==> config.mk <==
export PLATFORM = sky130hd
export DESIGN_NAME = decodeTop
export DESIGN_NICKNAME = d
export VERILOG_FILES = /design/src/rtl/cpuPkg.sv /design/src/rtl/decodeIfs.sv /design/src/rtl/controlUnit.sv /design/src/rtl/decodeTop.sv /design/src/rtl/issueStage.sv /design/src/rtl/registerFile.sv
export VERILOG_INCLUDE_DIRS = /design/src /design/src/rtl
export SDC_FILE = /design/constraint.sdc
export NUM_CORES = 1
export LEC_CHECK = 0
export BUFFER_PORTS_ARGS = -buffer_cell sky130_fd_sc_hd__buf_2
export CORE_MARGIN = 5
export CORE_UTILIZATION = 55
export CTS_CLUSTER_DIAMETER = 100
export DETAILED_ROUTE_END_ITERATION = 16
export MAX_ROUTING_LAYER = met4
export PLACE_DENSITY = 0.74
export SLEW_MARGIN = 10
export SYNTH_ARGS = -nofsm -noshare
export SYNTH_HDL_FRONTEND = slang
export SYNTH_SLANG_ARGS = --single-unit
==> constraint.sdc <==
create_clock -name clk -period 3.75 [get_ports clk]
set_clock_uncertainty 0.05 [all_clocks]
set_input_delay 0.1875 -clock clk [delete_from_list [all_inputs] [get_ports clk]]
set_output_delay 0.1875 -clock clk [all_outputs]
set_load 0.03 [all_outputs]
==> src/rtl/cpu_consts.svh <==
`ifndef CPU_CONSTS_SVH
`define CPU_CONSTS_SVH

// Datapath sizes
`define DATA_W      16  // Data and address width
`define REG_CNT     16  // Architectural registers
`define REG_AW      4   // Register address width

// Credit flow toward execute
`define DEC_CREDITS 2   // Bundles the consumer can buffer
`define CREDIT_W    2   // Credit counter width

// Instruction field positions
`define OPC_HI      15  // Opcode nibble [15:12]
`define OPC_LO      12
`define RD_HI       11  // rd nibble [11:8]
`define RD_LO       8
`define RS_HI       7   // rs nibble [7:4]
`define RS_LO       4
`define COND_LO     9   // Branch condition [11:9]
`define BIMM_HI     8   // Branch offset [8:0]
`define BYTE_HI     7   // LLB/LHB byte [7:0]
`define NIB_HI      3   // rt, shift amount or memory offset [3:0]

`endif

==> src/rtl/cpuPkg.sv <==
package cpuPkg;

  ////////////////////////////////
  // Opcodes, upper nibble of the instruction word
  typedef enum logic [3:0] {
    ADD    = 4'h0,  // rd = rs + rt, saturating
    SUB    = 4'h1,  // rd = rs - rt, saturating
    XOR    = 4'h2,
    RED    = 4'h3,  // Reduction add of nibbles
    SLL    = 4'h4,  // Shift left by imm
    SRA    = 4'h5,  // Arithmetic shift right by imm
    ROR    = 4'h6,  // Rotate right by imm
    PADDSB = 4'h7,  // Parallel nibble add, saturating
    LW     = 4'h8,  // rd = mem[rs + off]
    SW     = 4'h9,  // mem[rs + off] = rd
    LLB    = 4'hA,  // Load low byte into rd
    LHB    = 4'hB,  // Load high byte into rd
    B      = 4'hC,  // PC-relative conditional branch
    BR     = 4'hD,  // Register conditional branch
    PCS    = 4'hE,  // rd = next PC
    HLT    = 4'hF   // Stop issue until reset
  } opcodeE;

  ////////////////////////////////
  // Branch conditions, tested against {Z, V, N}
  typedef enum logic [2:0] {
    NE     = 3'd0,  // Z clear
    EQ     = 3'd1,  // Z set
    GT     = 3'd2,  // Z and N clear
    LT     = 3'd3,  // N set
    GE     = 3'd4,  // Z set or N clear
    LE     = 3'd5,  // Z or N set
    OV     = 3'd6,  // V set
    UNCOND = 3'd7   // Always taken
  } branchCondE;

  // Operation handed to execute
  // Same encoding as the opcode, ADD for address and PC math
  typedef opcodeE aluOpT;

endpackage

==> src/rtl/decodeIfs.sv <==
`timescale 1ns/10ps
`default_nettype none
`include "cpu_consts.svh"

// Decoded control from the opcode decoder to the issue stage
interface decodeCtrlIf import cpuPkg::*; ();
  logic                aluSrc;     // Immediate as second operand
  logic                regSrc;     // rd read as first source (LLB/LHB)
  logic                memEnable;  // LW or SW
  logic                memWrite;   // SW only
  logic                memToReg;   // Write back load data
  logic                regWrite;
  logic                branch;     // B or BR
  logic                branchReg;  // Target from register (BR)
  logic                halt;
  logic                pcs;
  logic                zEn;        // Execute may update Z
  logic                nvEn;       // Execute may update N and V
  aluOpT               aluOp;
  logic [`REG_AW-1:0]  rd;         // Destination register
  branchCondE          cond;
  logic [3:0]          shortImm;   // Shift amount or memory offset
  logic [7:0]          byteImm;    // LLB/LHB payload
  logic [8:0]          branchImm;  // Word offset for B

  modport ctrl (output aluSrc, regSrc, memEnable, memWrite, memToReg, regWrite,
                       branch, branchReg, halt, pcs, zEn, nvEn,
                       aluOp, rd, cond, shortImm, byteImm, branchImm);

  modport issue (input aluSrc, regSrc, memEnable, memWrite, memToReg, regWrite,
                       branch, branchReg, halt, pcs, zEn, nvEn,
                       aluOp, rd, cond, shortImm, byteImm, branchImm);
endinterface

// Register file read path, addresses in and data out
interface regReadIf ();
  logic [`REG_AW-1:0] rdAddr1;
  logic [`REG_AW-1:0] rdAddr2;
  logic [`DATA_W-1:0] rdData1;  // Combinational, forwarded
  logic [`DATA_W-1:0] rdData2;

  modport addr (output rdAddr1, rdAddr2);                  // Decoder side
  modport port (input rdAddr1, rdAddr2,
                output rdData1, rdData2);                  // Register file side
  modport data (input rdData1, rdData2);                   // Issue side
endinterface

`default_nettype wire

==> src/rtl/controlUnit.sv <==
`timescale 1ns/10ps
`default_nettype none
`include "cpu_consts.svh"

module controlUnit import cpuPkg::*; (
  input  logic [`DATA_W-1:0] inst,  // Fetched instruction word
  decodeCtrlIf.ctrl          ctrl,  // Decoded control toward issue
  regReadIf.addr             rd     // Read addresses to the register file
);

  opcodeE             opcode;   // Upper nibble as an opcode
  logic [`REG_AW-1:0] rdField;
  logic [`REG_AW-1:0] rsField;
  logic [`REG_AW-1:0] rtField;

  assign opcode  = opcodeE'(inst[`OPC_HI:`OPC_LO]);
  assign rdField = inst[`RD_HI:`RD_LO];
  assign rsField = inst[`RS_HI:`RS_LO];
  assign rtField = inst[`NIB_HI:0];

  //////////////////////////////
  // Opcode decode
  //////////////////////////////
  always_comb begin
    // Defaults describe an instruction with no side effects
    ctrl.aluSrc    = 1'b0;
    ctrl.regSrc    = 1'b0;
    ctrl.memEnable = 1'b0;
    ctrl.memWrite  = 1'b0;
    ctrl.memToReg  = 1'b0;
    ctrl.regWrite  = 1'b0;
    ctrl.branch    = 1'b0;
    ctrl.branchReg = 1'b0;
    ctrl.halt      = 1'b0;
    ctrl.pcs       = 1'b0;
    ctrl.zEn       = 1'b0;
    ctrl.nvEn      = 1'b0;
    ctrl.aluOp     = ADD;  // Address and PC math use the adder
    unique case (opcode)
      ADD, SUB: begin
        ctrl.regWrite = 1'b1;
        ctrl.aluOp    = opcode;
        ctrl.zEn      = 1'b1;
        ctrl.nvEn     = 1'b1;  // Only add and sub report overflow and sign
      end
      XOR: begin
        ctrl.regWrite = 1'b1;
        ctrl.aluOp    = opcode;
        ctrl.zEn      = 1'b1;
      end
      RED, PADDSB: begin
        ctrl.regWrite = 1'b1;
        ctrl.aluOp    = opcode;  // No flag update
      end
      SLL, SRA, ROR: begin
        ctrl.aluSrc   = 1'b1;  // Shift amount from rt slot
        ctrl.regWrite = 1'b1;
        ctrl.aluOp    = opcode;
        ctrl.zEn      = 1'b1;
      end
      LW: begin
        ctrl.aluSrc    = 1'b1;
        ctrl.memEnable = 1'b1;
        ctrl.memToReg  = 1'b1;
        ctrl.regWrite  = 1'b1;
      end
      SW: begin
        ctrl.aluSrc    = 1'b1;
        ctrl.memEnable = 1'b1;
        ctrl.memWrite  = 1'b1;
      end
      LLB, LHB: begin
        ctrl.aluSrc   = 1'b1;
        ctrl.regSrc   = 1'b1;  // Old rd value is merged with the byte
        ctrl.regWrite = 1'b1;
      end
      B:   ctrl.branch = 1'b1;
      BR: begin
        ctrl.branch    = 1'b1;
        ctrl.branchReg = 1'b1;
      end
      PCS: begin
        ctrl.pcs      = 1'b1;
        ctrl.regWrite = 1'b1;
      end
      HLT: ctrl.halt = 1'b1;
    endcase
  end

  // Instruction fields
  assign ctrl.rd        = rdField;
  assign ctrl.cond      = branchCondE'(inst[`RD_HI:`COND_LO]);
  assign ctrl.shortImm  = inst[`NIB_HI:0];
  assign ctrl.byteImm   = inst[`BYTE_HI:0];
  assign ctrl.branchImm = inst[`BIMM_HI:0];

  // Read port selection
  assign rd.rdAddr1 = ctrl.regSrc   ? rdField : rsField;  // rd for LLB/LHB
  assign rd.rdAddr2 = ctrl.memWrite ? rdField : rtField;  // rd holds SW store data

  // A store must also be a memory access downstream
  memWriteNeedsEnable: assert final (!ctrl.memWrite || ctrl.memEnable)
    else $error("memWrite decoded without memEnable");

endmodule

`default_nettype wire

==> src/rtl/decodeTop.sv <==
`timescale 1ns/10ps
`default_nettype none
`include "cpu_consts.svh"

module decodeTop (
  input  logic               clk,
  input  logic               rstN,          // Synchronous, active low
  // Fetch side
  input  logic               instValid,
  output logic               instReady,
  input  logic [`DATA_W-1:0] inst,
  input  logic [`DATA_W-1:0] pcNext,
  input  logic [2:0]         flags,         // {Z, V, N}
  // Write-back port into the register file
  input  logic [`REG_AW-1:0] wbRd,
  input  logic               wbWrite,
  input  logic [`DATA_W-1:0] wbData,
  input  logic               creditReturn,
  // Issued bundles
  output logic               outValid,
  output logic [`DATA_W-1:0] exAluIn1,
  output logic [`DATA_W-1:0] exAluIn2,
  output logic [3:0]         exAluOp,
  output logic               exZEn,
  output logic               exNvEn,
  output logic [`DATA_W-1:0] memWriteData,
  output logic               memEnable,
  output logic               memWrite,
  output logic [`REG_AW-1:0] wbDst,
  output logic               wbRegWrite,
  output logic               wbMemToReg,
  output logic               wbHalt,
  output logic               wbPcs,
  output logic [`DATA_W-1:0] branchTarget,
  output logic               branchTaken
);

  decodeCtrlIf ctrlBus ();  // Decoder to issue
  regReadIf    readBus ();  // Shared by all three blocks

  controlUnit iCU (
    .inst (inst),
    .ctrl (ctrlBus.ctrl),
    .rd   (readBus.addr)
  );

  registerFile iRF (
    .clk     (clk),
    .rstN    (rstN),
    .wbRd    (wbRd),
    .wbWrite (wbWrite),
    .wbData  (wbData),
    .rd      (readBus.port)
  );

  issueStage iIS (
    .clk, .rstN, .instValid, .instReady, .pcNext, .flags, .creditReturn,
    .ctrl (ctrlBus.issue),
    .rd   (readBus.data),
    .outValid, .exAluIn1, .exAluIn2, .exAluOp, .exZEn, .exNvEn,
    .memWriteData, .memEnable, .memWrite,
    .wbDst, .wbRegWrite, .wbMemToReg, .wbHalt, .wbPcs,
    .branchTarget, .branchTaken
  );

endmodule

`default_nettype wire

==> src/rtl/issueStage.sv <==
`timescale 1ns/10ps
`default_nettype none
`include "cpu_consts.svh"

module issueStage import cpuPkg::*; (
  input  logic               clk,
  input  logic               rstN,
  input  logic               instValid,     // Fetch offers an instruction
  output logic               instReady,     // Credits left and no halt
  input  logic [`DATA_W-1:0] pcNext,
  input  logic [2:0]         flags,         // {Z, V, N}
  input  logic               creditReturn,  // One pulse per freed bundle slot
  decodeCtrlIf.issue         ctrl,
  regReadIf.data             rd,
  output logic               outValid,      // One cycle per issued bundle
  output logic [`DATA_W-1:0] exAluIn1,
  output logic [`DATA_W-1:0] exAluIn2,
  output logic [3:0]         exAluOp,
  output logic               exZEn,
  output logic               exNvEn,
  output logic [`DATA_W-1:0] memWriteData,
  output logic               memEnable,
  output logic               memWrite,
  output logic [`REG_AW-1:0] wbDst,
  output logic               wbRegWrite,
  output logic               wbMemToReg,
  output logic               wbHalt,
  output logic               wbPcs,
  output logic [`DATA_W-1:0] branchTarget,
  output logic               branchTaken
);

  logic                 zFlag, vFlag, nFlag;
  logic [`DATA_W-1:0]   aluIn2;
  logic                 condMet;
  logic                 taken;
  logic [`DATA_W-1:0]   target;
  logic                 accept;      // Handshake on this edge
  logic [`CREDIT_W-1:0] credits;     // Free slots at the consumer
  logic                 haltLock;    // Set by an issued HLT

  assign {zFlag, vFlag, nFlag} = flags;

  //////////////////////////////
  // Operands
  //////////////////////////////
  always_comb begin
    if (ctrl.memEnable) begin
      aluIn2 = {{(`DATA_W-4){ctrl.shortImm[3]}}, ctrl.shortImm};  // Signed word offset
    end else if (ctrl.aluSrc && ctrl.regSrc) begin
      aluIn2 = {{(`DATA_W-8){1'b0}}, ctrl.byteImm};               // LLB/LHB byte
    end else if (ctrl.aluSrc) begin
      aluIn2 = {{(`DATA_W-4){1'b0}}, ctrl.shortImm};              // Shift amount
    end else begin
      aluIn2 = rd.rdData2;
    end
  end

  //////////////////////////////
  // Branch resolution
  //////////////////////////////
  always_comb begin
    unique case (ctrl.cond)
      NE:     condMet = !zFlag;
      EQ:     condMet = zFlag;
      GT:     condMet = !zFlag && !nFlag;
      LT:     condMet = nFlag;
      GE:     condMet = zFlag || !nFlag;
      LE:     condMet = zFlag || nFlag;
      OV:     condMet = vFlag;
      UNCOND: condMet = 1'b1;
    endcase
  end

  assign taken  = ctrl.branch && condMet;
  assign target = !taken        ? pcNext :
                  ctrl.branchReg ? rd.rdData1 :  // BR jumps to rs
                  pcNext + {{(`DATA_W-10){ctrl.branchImm[8]}}, ctrl.branchImm, 1'b0};

  //////////////////////////////
  // Credits and halt lock
  //////////////////////////////
  assign instReady = (credits != '0) && !haltLock;
  assign accept    = instValid && instReady;

  always_ff @(posedge clk) begin
    if (!rstN) begin
      credits  <= `CREDIT_W'(`DEC_CREDITS);
      haltLock <= 1'b0;
    end else begin
      case ({accept, creditReturn})
        2'b10:   credits <= credits - 1'b1;  // Spent on issue
        2'b01:   credits <= credits + 1'b1;  // Returned by consumer
        default: credits <= credits;         // Both or neither cancel out
      endcase
      if (accept && ctrl.halt) haltLock <= 1'b1;  // Held until reset
    end
  end

  // Control bits of the bundles
  always_ff @(posedge clk) begin
    if (!rstN) begin
      outValid    <= 1'b0;
      branchTaken <= 1'b0;
      exZEn       <= 1'b0;
      exNvEn      <= 1'b0;
      memEnable   <= 1'b0;
      memWrite    <= 1'b0;
      wbRegWrite  <= 1'b0;
      wbMemToReg  <= 1'b0;
      wbHalt      <= 1'b0;
      wbPcs       <= 1'b0;
    end else begin
      outValid <= accept;
      if (accept) begin
        branchTaken <= taken;
        exZEn       <= ctrl.zEn;
        exNvEn      <= ctrl.nvEn;
        memEnable   <= ctrl.memEnable;
        memWrite    <= ctrl.memWrite;
        wbRegWrite  <= ctrl.regWrite;
        wbMemToReg  <= ctrl.memToReg;
        wbHalt      <= ctrl.halt;
        wbPcs       <= ctrl.pcs;
      end
    end
  end

  // Payload, qualified by outValid
  always_ff @(posedge clk) begin
    if (accept) begin
      exAluIn1     <= rd.rdData1;
      exAluIn2     <= aluIn2;
      exAluOp      <= ctrl.aluOp;
      memWriteData <= rd.rdData2;  // Store data read from rd
      wbDst        <= ctrl.rd;
      branchTarget <= target;
    end
  end

  creditsBounded: assert property (@(posedge clk) disable iff (!rstN)
    credits <= `CREDIT_W'(`DEC_CREDITS))
    else $error("credit counter above the consumer depth");

  // Every issued bundle consumed a credit on the previous edge
  issueSpendsCredit: assert property (@(posedge clk) disable iff (!rstN)
    outValid |-> ($past(credits) != '0) && ((credits < $past(credits)) || $past(creditReturn)))
    else $error("bundle issued without a spent credit");

endmodule

`default_nettype wire

==> src/rtl/registerFile.sv <==
`timescale 1ns/10ps
`default_nettype none
`include "cpu_consts.svh"

module registerFile (
  input  logic               clk,
  input  logic               rstN,     // Synchronous, active low
  input  logic [`REG_AW-1:0] wbRd,     // Write-back destination
  input  logic               wbWrite,  // Write-back enable
  input  logic [`DATA_W-1:0] wbData,
  regReadIf.port             rd        // Two combinational read ports
);

  logic [`DATA_W-1:0] regs [`REG_CNT];  // Register array, entry 0 unused

  //////////////////////////////
  // Write port
  //////////////////////////////
  always_ff @(posedge clk) begin
    if (!rstN) begin
      regs <= '{default: '0};
    end else if (wbWrite && (wbRd != '0)) begin  // R0 is hardwired
      regs[wbRd] <= wbData;
    end
  end

  //////////////////////////////
  // Read ports with forwarding
  //////////////////////////////
  // Same-cycle write wins over the stored value
  function automatic logic [`DATA_W-1:0] readPort(input logic [`REG_AW-1:0] addr);
    logic [`DATA_W-1:0] value;
    if (addr == '0) begin
      value = '0;                        // R0 reads zero, even while written
    end else if (wbWrite && (wbRd == addr)) begin
      value = wbData;                    // Bypass
    end else begin
      value = regs[addr];
    end
    return value;
  endfunction

  // Array contents and the write port also steer the read data
  always_comb begin
    rd.rdData1 = readPort(rd.rdAddr1);
    rd.rdData2 = readPort(rd.rdAddr2);
  end

  // R0 never takes a write, whatever write-back presents
  r0StaysZero: assert property (@(posedge clk) disable iff (!rstN)
    regs[0] == '0)
    else $error("register 0 is nonzero");

endmodule

`default_nettype wire

==> results.md <==
- Summed over all failing endpoints, the final setup total negative slack is 0 ns.
- The number of synthesis warnings is 0.
- The total standard cell area after synthesis is 17800 µm².
- The biggest area consumer among synthesized cells is sky130_fd_sc_hd__dfxtp_1.
- The min-delay analysis places its worst path in the category input pin to flop.
- The number of setup violations in the final report is 0.
- For this configuration, the core starts out at a cell density of 56.0%.
- The number of buffers created by CTS is 36.
- The global routing usage on met1 is about half.
- The cts-stage hold buffer count is 7.
- Buffers added to address setup during post-CTS repair amount to 0.
- The total congestion overflow after global routing is 0.
- The highest net fanout along the worst path is 16.
- The gate count after technology mapping is 2058.
- The detailed router placed 17000 vias in this run.
- The number of nets in the synthesized netlist is 2134.
- At the end of the flow, the number of nets in the layout was ~2200.
- At the pin with the least slew margin, the transition time is 1.36 ns.
- The final critical path takes up approximately nine tenths of the cycle.
- In this run the tightest slew margin relative to its limit is 9.27%.
- The layout-stage area growth over the synthesis result is 13.4%.
- The number of antenna violations at the first check in global routing is 0.
- The number of standard-cell rows in the floorplan is 65.
- VDD sags by at most 0.000274 V.
- The CTS tree is done.
- The element type at the critical path start is an input pin.
- The run finished with clean final reports.
- After Yosys synthesis, full adders, half adders and majority gates account for 1.17% of the synthesized area.
- Cells fill 63.5% of the core in the end.
- The width of the chip is roughly 190 µm.
- In the synthesized netlist the dominant register cell turns out to be sky130_fd_sc_hd__dfxtp_1.
- The weighted congestion reported at the end of routability-driven placement is between 1 and 1.5.
- CTS built an H-tree with a depth of 2.
- The number of distinct standard cells referenced by the synthesized netlist is 67.
- The number of standard cells in the layout, taps in and fillers out is 2559.
- The worst hold slack across all endpoints is approximately 0.021 ns.
- The count of nets left with antenna violations once routing finished came out at 0.
- Global routing consumed, on the met3 layer, between 8 and 9% of the routing resources.
- Multiplexer cells account for 15.3% of the synthesized area.
- Setup repair after global routing left no endpoint under its margin.
- The maximum achievable frequency is a little under 300 MHz.
- The leakage dissipation is about 7.3 nW.
- The mean cell area of the mapped netlist is between 8 and 9 µm².
- The main combinational cell family by area after synthesis is simple AND/OR/NAND/NOR gates.
- The insertion delay of the later-clocked pin in the worst-skew pair is 0.52 ns.
- The met2 demand-to-capacity share in global routing is around 53%.
- The DRC violation total after the first TritonRoute iteration is between 2000 and 3000.
- The synthesized netlist devotes about a fifth of its cell area to simple gates.
- The fraction of layout instances using a drive strength above 1 is 17.8%.
- In the post-synthesis netlist, the cell with the most instances is sky130_fd_sc_hd__nand2_1.
- The number of synthesized flops with an enable pin is 72.
- In this run the tool buffered the top-level ports with roughly 140 buffer cells.
- The fraction of the mapped netlist area in compound gates is between 10 and 15%.
- After synthesis, the share of flip-flops with an asynchronous set or reset is 0%.
- The signal arrival time at the worst endpoint is about 3.7 ns.
- The synthesized flop and latch total is roughly 340.
- The number of clock sinks seen by CTS is 341.
- After clock tree synthesis, the clock-pin slew on the worst setup and hold paths is roughly 0.070 ns.
- The number of max-slew violations in the final report came to 0.
- The floorplan step defined a die boundary enclosing approximately 36000 µm².
- In this run, post-CTS repair resized a total of 0 instances.
- The layout filler cell count is 2630.
- The global-route wire length before repair is slightly below 100 mm.
- The maximum number of pins on one net before global-route repair is 103.
- The longest clock path from root to sink contains 3 buffers.
- The root buffer cell chosen for the clock tree is sky130_fd_sc_hd__clkbuf_16.
- The die is 190 µm tall.
- The tool flagged a number of max-cap violations equal to 0.
- The via density per instance is between 6 and 7.
- After synthesis, the largest area contributor takes up between 30% and 40% of total cell area.
- In the global route stage, overall resource usage came out at a little over a third.
- The number of endpoints with negative hold slack in the final report is 0.
- The placed cell count is roughly 2500.
- The region available for standard cell placement spans 31700 µm².
- The endpoint type of the worst setup path is a flop.
- The final critical delay including setup and external delays is 3.43 ns.
- For the worst setup path, the data required time is between 3 and 4 ns.
- The post-synthesis share of cell area spent on xor and xnor gates is less than 1%.
- The number of remaining DRC errors is 0.
- The power per standard cell area is around 460 nW/µm².
- The count of pins on the block boundary is about 140.
- The number of global-route vias before repair is approximately 16000.
- The global routing stage identified its most utilized layer as met2.
- The sequential share of the synthesized area is between 40% and 50%.
- In the post-synthesis netlist, the biggest area contributors are sky130_fd_sc_hd__dfxtp_1, sky130_fd_sc_hd__nand2_1, sky130_fd_sc_hd__edfxtp_1.
- Detailed placement finished with a half-perimeter wire length of 43.5 mm.
- The detailed-route wire length per cell is approximately 25 µm.
- Summed over all layers, the routed wires come to 64.5 mm.
- The setup path with the least slack is of type input pin to flop.
- After synthesis, the most frequently instantiated cells are sky130_fd_sc_hd__nand2_1, sky130_fd_sc_hd__a21oi_1, sky130_fd_sc_hd__dfxtp_1.
- Before antenna repair, the detailed router went through 6 iterations.
[cells in the final DEF, fill, tap and decap left out, types with 36 or more instances in the layout]
master	instances
sky130_fd_sc_hd__nand2_1	691
sky130_fd_sc_hd__a21oi_1	275
sky130_fd_sc_hd__dfxtp_1	269
sky130_fd_sc_hd__buf_2	142
sky130_fd_sc_hd__mux4_2	85
sky130_fd_sc_hd__edfxtp_1	72
sky130_fd_sc_hd__mux2i_1	60
sky130_fd_sc_hd__buf_4	52
sky130_fd_sc_hd__nor2_1	44
sky130_fd_sc_hd__clkbuf_16	40
sky130_fd_sc_hd__nand3_1	36
[logic make-up after synthesis]
kind of cell	after synthesis
AOI/OAI and AO/OA	445
xor gates and xnor gates	20
adders and majority gates	16
buffers and inverters	193
DFF	341
muxes	160
other	1
and+or+nand+nor	882
[flip-flops by register name, indices dropped and copies added (netlist names), 2 cells and up]
signal / flops
iIS.exAluIn1: 16
iIS.credits: 2
iRF.regs: 256
iIS.memWriteData: 16
iIS.exAluIn2: 16
iIS.exAluOp: 4
iIS.wbDst: 4
iIS.branchTarget: 16
[layer usage]
metal	part of all wire, %	up-vias
met3	13	264
li1	-	7376
met5	0	-
met1	38	8022
met2	43	1380
met4	4.8	0
[where the power goes]
group	internal, mW	switching (mW)
Combinational	0.433	1.02
Clock	2.21	1.50
Sequential	3.93	0.0753
Total	6.58	2.59
[worst paths after layout]
path | slack [ns] | cells after the start | from | to
hold / removal | 0.02 | 2 | pcNext[14] | iIS.branchTarget[14]
setup / recovery | 0.32 | 11 | inst[15] | iIS.branchTarget[12]
setup reg to reg | 1.58 | 6 | iIS.credits[0] | iIS.memWriteData[0]
hold reg to reg | 0.40 | 2 | iIS.memWrite | iIS.memWrite
[critical path: stages]
cell                            delay [ns]
sky130_fd_sc_hd__dlygate4sd3_1        0.51
sky130_fd_sc_hd__buf_2                0.25
sky130_fd_sc_hd__nand3b_1             0.26
sky130_fd_sc_hd__mux2_2               0.59
sky130_fd_sc_hd__buf_4                0.37
sky130_fd_sc_hd__mux4_2               0.54
sky130_fd_sc_hd__mux2i_1              0.22
sky130_fd_sc_hd__nor3_1               0.10
sky130_fd_sc_hd__a221o_1              0.29
sky130_fd_sc_hd__o211ai_1             0.17
sky130_fd_sc_hd__o21ai_0              0.12
[through the flow]
step,cell area [µm²],power (mW),setup WS (ns)
final,20200,9.17,0.321
after global routing,20100,9.45,0.253
after CTS,20100,9.15,0.439
after detailed placement,18800,5.50,0.413
after global placement,18800,5.48,0.454
after floorplan,17800,5.02,0.648
[area by class of cell]
class	instances	area, µm²	share of cell area [%]
well taps	402	503	2.50
clock inverters	15	161	0.801
flip-flops and latches	341	7550	37.5
diodes	2	5.00	0.0248
multi-input cells	1524	9520	47.2
clock buffers	50	1070	5.30
inverters	19	77.6	0.385
repair buffers	206	1270	6.31
Power figures use the tool's default switching activity.
